[config.mk]
export PLATFORM = sky130hd
export DESIGN_NAME = fir_filter
export DESIGN_NICKNAME = d
export VERILOG_FILES = /design/src/fir_pkg.sv /design/src/fixpt_pkg.sv /design/src/fir_filter.sv /design/src/fir_tap.sv /design/src/fir_coef_bank.sv /design/src/safe_alu.sv
export SDC_FILE = /design/constraint.sdc
export NUM_CORES = 2
export LEC_CHECK = 0
export BUFFER_PORTS_ARGS = -buffer_cell sky130_fd_sc_hd__buf_4
export CORE_MARGIN = 3
export CORE_UTILIZATION = 50
export DETAILED_ROUTE_END_ITERATION = 7
export MAX_ROUTING_LAYER = met4
export PLACE_DENSITY = 0.73
export SLEW_MARGIN = 20
export SYNTH_ARGS = -nofsm -noshare
export SYNTH_HDL_FRONTEND = slang
export SYNTH_SLANG_ARGS = --single-unit
export TNS_END_PERCENT = 50
[constraint.sdc]
create_clock -name clk_i -period 13.5 [get_ports clk_i]
set_input_delay 0.675 -clock clk_i [delete_from_list [all_inputs] [get_ports clk_i]]
set_output_delay 0.675 -clock clk_i [all_outputs]
set_load 0.05 [all_outputs]
[src/fir_pkg.sv]
package fir_pkg;

  // filter size defaults
  parameter int NUM_TAPS    = 4;  // taps in the chain
  parameter int COEF_ADDR_W = 2;  // bank address width

  // per-tap mode, how the product joins the partial sum
  // subtract mode covers gain -1.0, since +1.0 with sub gives it exactly
  typedef enum logic {
    TAP_ADD = 1'b0,  // s_k = s_k+1 + p_k
    TAP_SUB = 1'b1   // s_k = s_k+1 - p_k
  } tap_mode_e;

endpackage

[src/fixpt_pkg.sv]
package fixpt_pkg;

  // default word and q-format split
  // samples and coefficients are Q1.14 in a 16 bit word
  parameter int WORD_SIZE = 16;  // total bits, sign included
  parameter int N_SIZE    = 14;  // fraction bits

  // integer bits (m) come from WORD_SIZE and N_SIZE inside safe_alu

  // saturation limits at the default width
  parameter logic signed [15:0] SAT_MAX_16 = 16'sh7fff;  // just under +2.0
  parameter logic signed [15:0] SAT_MIN_16 = 16'sh8000;  // exactly -2.0

  // arithmetic opcode for safe_alu
  typedef enum logic [1:0] {
    ALU_ADD  = 2'd0,  // a + b, clamped
    ALU_SUB  = 2'd1,  // a - b, clamped
    ALU_MULT = 2'd2   // a * b, qm.n slice, clamped
  } alu_op_e;

endpackage
[src/fir_filter.sv]
`timescale 1ns/100ps

module fir_filter #(
  parameter int WORD_SIZE   = fixpt_pkg::WORD_SIZE,
  parameter int N_SIZE      = fixpt_pkg::N_SIZE,
  parameter int NUM_TAPS    = fir_pkg::NUM_TAPS,
  parameter int COEF_ADDR_W = fir_pkg::COEF_ADDR_W
) (
  input  logic                         clk_i,
  input  logic                         reset_i,
  input  logic                         sample_valid_i,  // one cycle per sample
  input  logic signed [WORD_SIZE-1:0]  sample_i,        // q1.14 input
  input  logic                         coef_we_i,       // coefficient write strobe
  input  logic        [COEF_ADDR_W-1:0] coef_addr_i,
  input  logic signed [WORD_SIZE-1:0]  coef_data_i,
  input  fir_pkg::tap_mode_e           coef_mode_i,
  input  logic                         clear_i,         // empty the partial sums
  output logic signed [WORD_SIZE-1:0]  y_o,             // tap 0 partial sum
  output logic                         y_valid_o        // one cycle after sample
);

  logic [NUM_TAPS*WORD_SIZE-1:0]     coef_bus;  // packed per tap
  fir_pkg::tap_mode_e [NUM_TAPS-1:0] mode_bus;

  // sum_chain[k] is tap k's output, sum_chain[NUM_TAPS] feeds the last tap
  logic signed [WORD_SIZE-1:0] sum_chain [NUM_TAPS+1];

  logic y_valid_q;

  fir_coef_bank #(
    .WORD_SIZE   (WORD_SIZE),
    .NUM_TAPS    (NUM_TAPS),
    .COEF_ADDR_W (COEF_ADDR_W)
  ) u_bank (
    .clk_i       (clk_i),
    .reset_i     (reset_i),
    .coef_we_i   (coef_we_i),
    .coef_addr_i (coef_addr_i),
    .coef_data_i (coef_data_i),
    .coef_mode_i (coef_mode_i),
    .coef_bus_o  (coef_bus),
    .mode_bus_o  (mode_bus)
  );

  assign sum_chain[NUM_TAPS] = '0;  // last tap ignores it

  // transposed form, sums flow from the high tap down to tap 0
  for (genvar k = 0; k < NUM_TAPS; k++) begin : g_tap
    fir_tap #(
      .WORD_SIZE (WORD_SIZE),
      .N_SIZE    (N_SIZE),
      .IS_LAST   (k == NUM_TAPS-1)
    ) u_tap (
      .clk_i          (clk_i),
      .reset_i        (reset_i),
      .sample_valid_i (sample_valid_i),
      .clear_i        (clear_i),
      .sample_i       (sample_i),                                // same x to all
      .coef_i         (coef_bus[k*WORD_SIZE +: WORD_SIZE]),
      .mode_i         (mode_bus[k]),
      .sum_i          (sum_chain[k+1]),
      .sum_o          (sum_chain[k])
    );
  end

  assign y_o = sum_chain[0];

  // output strobe tracks the tap registers, no strobe on a cleared sample
  always_ff @(posedge clk_i) begin
    if (reset_i) begin
      y_valid_q <= 1'b0;
    end else begin
      y_valid_q <= sample_valid_i && !clear_i;
    end
  end

  assign y_valid_o = y_valid_q;

endmodule

[src/fir_tap.sv]
`timescale 1ns/100ps

module fir_tap #(
  parameter int WORD_SIZE = 16,
  parameter int N_SIZE    = 14,
  parameter bit IS_LAST   = 1'b0   // end of chain, no incoming sum
) (
  input  logic                         clk_i,
  input  logic                         reset_i,
  input  logic                         sample_valid_i,  // advance strobe
  input  logic                         clear_i,         // zero the partial sum
  input  logic signed [WORD_SIZE-1:0]  sample_i,        // broadcast x
  input  logic signed [WORD_SIZE-1:0]  coef_i,          // c_k from bank
  input  fir_pkg::tap_mode_e           mode_i,          // add or sub
  input  logic signed [WORD_SIZE-1:0]  sum_i,           // s_k+1 from prior sample
  output logic signed [WORD_SIZE-1:0]  sum_o            // registered s_k
);

  logic signed [WORD_SIZE-1:0] prod;      // p_k, clamped
  logic signed [WORD_SIZE-1:0] sum_next;  // value to load
  logic signed [WORD_SIZE-1:0] sum_q;

  // p_k = c_k * x
  safe_alu #(
    .WORD_SIZE (WORD_SIZE),
    .N_SIZE    (N_SIZE),
    .OPERATION (fixpt_pkg::ALU_MULT)
  ) u_mult (
    .a_i    (sample_i),
    .b_i    (coef_i),
    .data_o (prod)
  );

  if (IS_LAST) begin : g_last
    // last stage just holds the product
    assign sum_next = prod;
  end else begin : g_mid
    logic signed [WORD_SIZE-1:0] sum_add;
    logic signed [WORD_SIZE-1:0] sum_sub;

    safe_alu #(
      .WORD_SIZE (WORD_SIZE),
      .N_SIZE    (N_SIZE),
      .OPERATION (fixpt_pkg::ALU_ADD)
    ) u_add (
      .a_i    (sum_i),
      .b_i    (prod),
      .data_o (sum_add)
    );

    // sum minus product, so +1.0 coef gives gain -1.0 cleanly
    safe_alu #(
      .WORD_SIZE (WORD_SIZE),
      .N_SIZE    (N_SIZE),
      .OPERATION (fixpt_pkg::ALU_SUB)
    ) u_sub (
      .a_i    (sum_i),
      .b_i    (prod),
      .data_o (sum_sub)
    );

    assign sum_next = (mode_i == fir_pkg::TAP_SUB) ? sum_sub : sum_add;
  end

  // partial sum register, clear beats a sample in the same cycle
  always_ff @(posedge clk_i) begin
    if (reset_i || clear_i) begin
      sum_q <= '0;
    end else if (sample_valid_i) begin
      sum_q <= sum_next;  // one cycle per stage
    end
  end

  assign sum_o = sum_q;

endmodule

[src/fir_coef_bank.sv]
`timescale 1ns/100ps

module fir_coef_bank #(
  parameter int WORD_SIZE   = 16,
  parameter int NUM_TAPS    = 4,
  parameter int COEF_ADDR_W = 2
) (
  input  logic                                 clk_i,
  input  logic                                 reset_i,
  input  logic                                 coef_we_i,    // write strobe
  input  logic               [COEF_ADDR_W-1:0] coef_addr_i,  // tap index
  input  logic signed        [WORD_SIZE-1:0]   coef_data_i,
  input  fir_pkg::tap_mode_e                   coef_mode_i,
  output logic [NUM_TAPS*WORD_SIZE-1:0]        coef_bus_o,   // tap k at k*WORD_SIZE
  output fir_pkg::tap_mode_e [NUM_TAPS-1:0]    mode_bus_o    // one mode per tap
);

  // one entry per tap
  logic signed [WORD_SIZE-1:0] coef_q [NUM_TAPS];
  fir_pkg::tap_mode_e          mode_q [NUM_TAPS];

  logic addr_ok;  // address names a real tap

  assign addr_ok = (int'(coef_addr_i) < NUM_TAPS);

  // after reset every tap is zero gain in add mode
  always_ff @(posedge clk_i) begin
    if (reset_i) begin
      for (int k = 0; k < NUM_TAPS; k++) begin
        coef_q[k] <= '0;
        mode_q[k] <= fir_pkg::TAP_ADD;
      end
    end else if (coef_we_i && addr_ok) begin
      coef_q[coef_addr_i] <= coef_data_i;  // seen by taps next cycle
      mode_q[coef_addr_i] <= coef_mode_i;
    end
    // out of range writes just drop
  end

  // every entry visible at once, no read port
  for (genvar k = 0; k < NUM_TAPS; k++) begin : g_bus
    assign coef_bus_o[k*WORD_SIZE +: WORD_SIZE] = coef_q[k];
    assign mode_bus_o[k]                        = mode_q[k];
  end

endmodule

[src/safe_alu.sv]
`timescale 1ns/100ps

module safe_alu #(
  parameter int                 WORD_SIZE = 16,
  parameter int                 N_SIZE    = 14,
  parameter fixpt_pkg::alu_op_e OPERATION = fixpt_pkg::ALU_ADD
) (
  input  logic signed [WORD_SIZE-1:0] a_i,     // operand a
  input  logic signed [WORD_SIZE-1:0] b_i,     // operand b
  output logic signed [WORD_SIZE-1:0] data_o   // clamped result
);

  // integer bits of qm.n, sign not counted
  localparam int M_SIZE = WORD_SIZE - N_SIZE - 1;

  // clamp values for this word size
  localparam logic signed [WORD_SIZE-1:0] SAT_MAX = {1'b0, {(WORD_SIZE-1){1'b1}}};
  localparam logic signed [WORD_SIZE-1:0] SAT_MIN = {1'b1, {(WORD_SIZE-1){1'b0}}};

  // purely combinational, caller registers around it
  generate
    case (OPERATION)

      fixpt_pkg::ALU_ADD, fixpt_pkg::ALU_SUB: begin : g_addsub
        // one guard bit catches the carry into the sign
        localparam bit IS_SUB = (OPERATION == fixpt_pkg::ALU_SUB);

        logic signed [WORD_SIZE:0] a_ext;
        logic signed [WORD_SIZE:0] b_ext;
        logic signed [WORD_SIZE:0] res_ext;

        always_comb begin
          a_ext = a_i;  // sign extended
          b_ext = b_i;
          if (IS_SUB) begin
            res_ext = a_ext - b_ext;  // -min fits in the guard width
          end else begin
            res_ext = a_ext + b_ext;
          end

          // guard and sign disagree on overflow
          unique case (res_ext[WORD_SIZE -: 2])
            2'b01:   data_o = SAT_MAX;  // positive wrap
            2'b10:   data_o = SAT_MIN;  // negative wrap
            default: data_o = res_ext[WORD_SIZE-1:0];
          endcase
        end
      end

      fixpt_pkg::ALU_MULT: begin : g_mult
        // full product is q(2m+1).(2n), keep the qm.n window
        localparam int MSB    = 2*WORD_SIZE - 1;
        localparam int HI_LSB = MSB - M_SIZE - 1;  // top bit of kept slice

        logic signed [2*WORD_SIZE-1:0] prod;
        logic        [M_SIZE+1:0]      prod_hi;   // dropped bits plus kept sign

        always_comb begin
          prod    = a_i * b_i;  // exact, no rounding
          prod_hi = prod[MSB:HI_LSB];
          data_o  = prod[HI_LSB:N_SIZE];  // truncate low fraction bits

          // dropped high bits must all match the sign
          if (prod[MSB] && !(&prod_hi)) begin
            data_o = SAT_MIN;  // too negative
          end
          if (!prod[MSB] && (|prod_hi)) begin
            data_o = SAT_MAX;  // too positive
          end
        end
      end

      default: begin : g_bad_op
        $error("safe_alu: unsupported OPERATION");
      end

    endcase
  endgenerate

endmodule

# Yosys cells after proc, flatten, opt, wreduce, memory -nomap -nowiden
# Memory sizes are Yosys's and may differ from the RTL's.
# Index checks and enable logic that the tools add are counted.
# Widths: inputs -> output; s select.
word_totals:
  register_bits: 65
  latchBits: 0
  ram_bits: 68
  romBits: 0
  output_inout_bits: 17
  mem_count: 2
mem_list:
  columns: ["name", "depth", "word_bits", "rd", "rd_clocked_by_memory_dff", "wr", "line_no", "source"]
  rows:
  - ["u_bank.coef_q", 4, 16, 4, 0, 4, "fir_coef_bank.sv:19", "logic signed [WORD_SIZE-1:0] coef_q [NUM_TAPS];"]
  - ["u_bank.mode_q", 4, 1, 3, 0, 4, "fir_coef_bank.sv:20", "fir_pkg::tap_mode_e mode_q [NUM_TAPS];"]
classes:
  n_addsub: 6
  mul: 4
  div: 0
  n_lt_le_gt_ge: 0
  n_eq_ne: 12
  shifts: 0
  muxes: 28
  n_bitwise: 0
  reduce_logical: 29
op_table:
  columns: ["operator", "count"]
  rows:
  - ["$mux 16", 12]
  - ["$pmux 16 s2", 6]
  - ["$mul 16x16->32", 4]
  - ["$add 16x16->17", 3]
  - ["$sub 16x16->17", 3]
  - ["$reduce_or 16->1", 1]
  - ["$eq 2x1->1 const B", 6]
  - ["$eq 2x2->1 const B", 6]
  - ["$reduce_and 3->1", 4]
  - ["$reduce_or 3->1", 4]
  - ["$logic_and 1x1->1", 9]
  - ["$logic_not 1->1", 9]
  - ["$mux 1", 8]
  - ["$mux 2", 2]
  - ["$logic_or 1x1->1", 1]
  - ["$reduce_or 1->1", 1]

# Longest topological paths before layout
# An unclocked memory read counts as a cell.
logic_depth:
  word_depth: 11
  depth_mapped: 49
  ltp_nobuf: 45

# Cells and area by module
# Synthesis repeated with hierarchy kept, for this count alone.
hier_totals:
  cells_unflattened: 5655
  hier_area_um2: 51070.2
modules_own_cells:
  columns: ["mod", "instances", "cells_each", "area_per_inst_um2", "seq_area_each_um2"]
  rows:
  - ["safe_alu (g_tap[1].u_tap.u_mult ...)", 2, 1074, 9786.9, 0.0]
  - ["safe_alu (g_tap[0].u_tap.u_mult)", 1, 1101, 9889.5, 0.0]
  - ["safe_alu (g_tap[3].u_tap.u_mult)", 1, 1086, 9809.4, 0.0]
  - ["fir_coef_bank", 1, 164, 2668.8, 2042.0]
  - ["fir_tap (g_tap[0].u_tap ...)", 3, 72, 733.2, 320.3]
  - ["safe_alu (g_tap[1].u_tap.g_mid.u_sub ...)", 2, 152, 1069.8, 0.0]
  - ["safe_alu (g_tap[1].u_tap.g_mid.u_add ...)", 2, 143, 1024.7, 0.0]
  - ["safe_alu (g_tap[0].u_tap.g_mid.u_sub)", 1, 152, 1076.0, 0.0]
  - ["safe_alu (g_tap[0].u_tap.g_mid.u_add)", 1, 142, 1046.0, 0.0]
  - ["fir_tap (g_tap[3].u_tap)", 1, 53, 581.8, 320.3]
  - ["fir_filter", 1, 3, 36.3, 20.0]

# Least setup slack after synthesis
# No wires, ideal clock.
synth_timing:
  path_type: "input port to flip-flop"
  from: "input sample_i[15]"
  to: "register g_tap[1].u_tap.sum_q[14]"
  setup_time_ns: 0.116
  t_arrival_ns: 10.478
  required_time_ns: 13.384
  setup_slack_ns: 2.905
  cell_stages: 44
  n_path_buf: 4
  cell_sequence: "clkbuf_1 clkbuf_1 nand2_1 inv_1 fa_1 inv_1 fa_1 inv_1 fa_1 fa_1 fa_1 inv_1 fa_1 inv_1 ha_1 a21o_1 a21o_1 a21o_1 [... 8 more ...] ha_1 fa_1 a21o_1 a21oi_2 o21bai_1 a21o_1 a21oi_1 o211ai_1 a31oi_1 nor2b_1 nor2_1 o21a_1 ha_1 clkbuf_1 inv_1 a21o_1 or4b_1 o211a_1"
synth_between:
  elab_chain_len: 10
  elab_cells_between_ends: 18
synth_rtl:
  columns: ["element", "line_no", "source"]
  rows:
  - ["from (decl)", "fir_filter.sv:12", "input logic signed [WORD_SIZE-1:0] sample_i,"]
  - ["$mul 16x16->32 *", "safe_alu.sv:59", "prod = a_i * b_i;"]
  - ["$reduce_and 3->1", "safe_alu.sv:64", "if (prod[MSB] && !(&prod_hi)) begin"]
  - ["$logic_not 1->1", "safe_alu.sv:64", null]
  - ["$logic_and 1x1->1", "safe_alu.sv:64", null]
  - ["$mux 16", "safe_alu.sv:64", null]
  - ["$mux 16 *", "safe_alu.sv:67", "if (!prod[MSB] && (|prod_hi)) begin"]
  - ["$add 16x16->17 / $sub 16x16->17 (equally long branches)", "safe_alu.sv:38, safe_alu.sv:36", null]
  - ["$eq 2x2->1 / $eq 2x1->1 (equally long branches)", "safe_alu.sv:42", "unique case (res_ext[WORD_SIZE -: 2])"]
  - ["$pmux 16 s2", "safe_alu.sv:42", null]
  - ["$mux 16 *", "fir_tap.sv:62", "assign sum_next = (mode_i == fir_pkg::TAP_SUB) ? sum_sub : sum_add;"]
  - ["to (signal assigned)", "fir_tap.sv:70", "sum_q <= sum_next;"]
  - ["to (decl)", "fir_tap.sv:21", "logic signed [WORD_SIZE-1:0] sum_q;"]
# Mark *: on every way between the ends. The rest lies on a longest branch, timed or not.
# A chain may end at the register's enable or synchronous reset.

==> key figures <==
Clocking
  – Clock Tree Buf Depth: 2
  – H-tree levels: 4
  – Clk pin slew, worst setup/hold paths: roughly 0.060 ns
  – CTS root buf: clkbuf_16
  – PostCTS Resize Cnt: 0
  – CTS tree: yes
  – Clock Latency Late Sink: ~0.48 ns
  – Post-CTS setup buffer count: 0
  – TritonCTS Buffers: 17
  – Sink Count: approximately 130
  – Post-CTS Hold Buffers: 0

Drt
  – Average via count per standard cell: 5.48
  – Drt total wl: around 120000 um
  – WL per Instance: around 19 um
  – Antenna-violating nets left: 0
  – Via Count: around 36000
  – DRT iter0 DRCs: approximately 2500
  – Router iterations before antenna repair: 5
  – DRC: 0

Global route
  – Grt met1 use: 34.7%
  – Routing usage on met2: around two fifths
  – Initial antenna violation count: 7
  – Vias in the first global route: 38059
  – Largest net degree at the start of global routing: 65
  – GRT overflow: 0
  – GRT Overall Usage: between 20% and 30%
  – First-pass GRT wire length: around 210000 um
  – Grt met3 use: under 10%
  – GR peak layer: met2

Yosys
  – Top-count cell post-synth: inv_1
  – Post-synth cell types: 88
  – Post-Syn Nets: ~6900
  – Synth Flop Type: edfxtp_1
  – Post-Syn Area: about 49000 um2
  – Post-synth EDFFs: 67
  – Yosys top cell area share: between 40 and 50%
  – Syn_area_per_cell: 9.02 um2
  – FF+latch count, synth: about 130
  – Register area share after synthesis: about 7%
  – Top cells by count, synth: inv_1, fa_1, nand2_1, and2_1, ha_1
  – Cells after synthesis: ~5400
  – Yosys warnings: 0
  – Area contributors post-synth: fa_1, ha_1, inv_1
  – Asr flop ratio synth: 0%
  – Synth area leader: fa_1

Timing
  – Final slew viol count: 0
  – Relative slew slack: around 32%
  – Slew @ Worst Pin: between 1 and 1.5 ns
  – Fmax: a little over 80 MHz
  – Clock skew: around 0.020 ns
  – Final setup fails: 0
  – Tcrit/Tclk final: between 80% and 90%
  – Final Hold Vio Count: 0
  – RSZ-0062 raised after global routing: false
  – Setup TNS: 0 ns
  – Final min period: approximately 12 ns

Critical path
  – CP max stage cell: o31a_1
  – CP required: around 14 ns
  – CP Class: reg2reg
  – Most frequent CP cell: fa_1
  – CP arrival: approximately 12 ns
  – Setup crit end kind: flip-flop
  – Crit path max fanout: 29
  – Critical Path Source Type: flip-flop
  – Max incr delay on CP: around 0.81 ns

Final layout
  – Post-route insts no fill: about 6500
  – Area of the multi-input gates: slightly below 40000 um2
  – Number of fill cells: a little under 9000
  – Layout cells sized above 1: 3.64%
  – Storage cell area: between 3000 and 4000 um2
  – Nets: slightly below 7000
  – Area Growth Syn to Fin: 3.83%
  – Fin util: 52.8%

Place
  – Placed Cells: between 6000 and 7000
  – GP Congestion: 0.923
  – I/O Buffers: 56
  – Post-DP HPWL: around 97000 um

Floorplan
  – Die area: about 100000 um2
  – Width of the die: around 320 um
  – Initial Util: between 50% and 60%
  – Core footprint: approximately 96000 um2
  – FP Rows: 113
  – Die Ht: roughly 320 um
  – IO Pins: 57

Hold path
  – Worst Hold Class: reg2reg

Run status
  – Status: finished clean

Flow run
  – Max-Cap Viols: 0
-- layer usage --
| metal | vias up | part of all wire (%) |
|---|---|---|
| met5 | - | 0 |
| met4 | 0 | 3.2 |
| met3 | 234 | 7.7 |
| met2 | 1259 | 48 |
| met1 | 18233 | 41 |
| li1 | 15965 | - |
-- state kept, by name (all words and copies together), names as in the netlist --
| register | cells |
|---|---|
| u_bank.mode_q | 3 |
| g_tap.u_tap.sum_o | 64 |
| y_valid_o | 1 |
| u_bank.coef_q | 64 |
-- cell usage in the layout, fill, tap and decap left out, drive strengths merged, types with 34 or more instances in the layout --
cell       n
xor2      52
dfxtp     65
o21bai    34
and2     496
xnor2    136
inv     1225
a21oi    238
nor2     132
a21o      88
buf       85
o21ai     69
nand2b    49
nand2    603
nand3     34
nor3      55
ha       427
fa      1050
edfxtp    67
-- per-stage QoR --
step / hold slack (ns) / instance area (um2) / setup slack [ns]
6_report: 0.475 / 50400 / 1.45
5_1_grt: 0.494 / 50400 / 0.517
4_1_cts: 0.476 / 50400 / 1.52
3_5_place_dp: 0.463 / 49800 / 1.31
3_3_place_gp: 0.455 / 49800 / 1.53
2_1_floorplan: 0.457 / 48600 / 2.91
-- cell families after synthesis --
family                   share of synthesized area, %
AND/OR/NAND/NOR                                  14.9
AO/OA/AOI/OAI                                    8.96
multiplexers                                   0.0618
flip-flops                                       6.82
XOR/XNOR                                         3.45
adder cells (fa/ha/maj)                          54.3
buffers and inverters                            11.5
-- final timing paths --
| path | startpoint | end | slack [ns] | cells after the start |
|---|---|---|---|---|
| max | u_bank.coef_q[2][1] | g_tap[2].u_tap.sum_o[5] | 1.45 | 38 |
| min | g_tap[0].u_tap.sum_o[10] | g_tap[0].u_tap.sum_o[10] | 0.47 | 2 |
| max reg2reg | u_bank.coef_q[2][1] | g_tap[2].u_tap.sum_o[5] | 1.45 | 38 |
| min reg2reg | g_tap[0].u_tap.sum_o[10] | g_tap[0].u_tap.sum_o[10] | 0.47 | 2 |
-- worst max-delay path: cells and delay by family, from the launching register on --
family	cells	cell delay, ns
AO/OA/AOI/OAI	14	3.88
AND/OR/NAND/NOR	8	1.63
adder cells (fa/ha/maj)	10	4.97
flip-flops	1	0.70
buffers and inverters	6	0.77
-- cell type report --
| class | count | area share [%] |
|---|---|---|
| inverters | 1223 | 9.11 |
| clock buffers | 17 | 0.844 |
| clock inverters | 15 | 0.357 |
| multi-input cells | 3774 | 78.7 |
| diodes | 7 | 0.0347 |
| repair buffers | 85 | 1.27 |
| well taps | 1265 | 3.14 |
| flip-flops and latches | 132 | 6.57 |
Power is left out: the tool's default activity adds up to more than one toggle a clock period on the data nets, which glitch-free logic cannot reach.
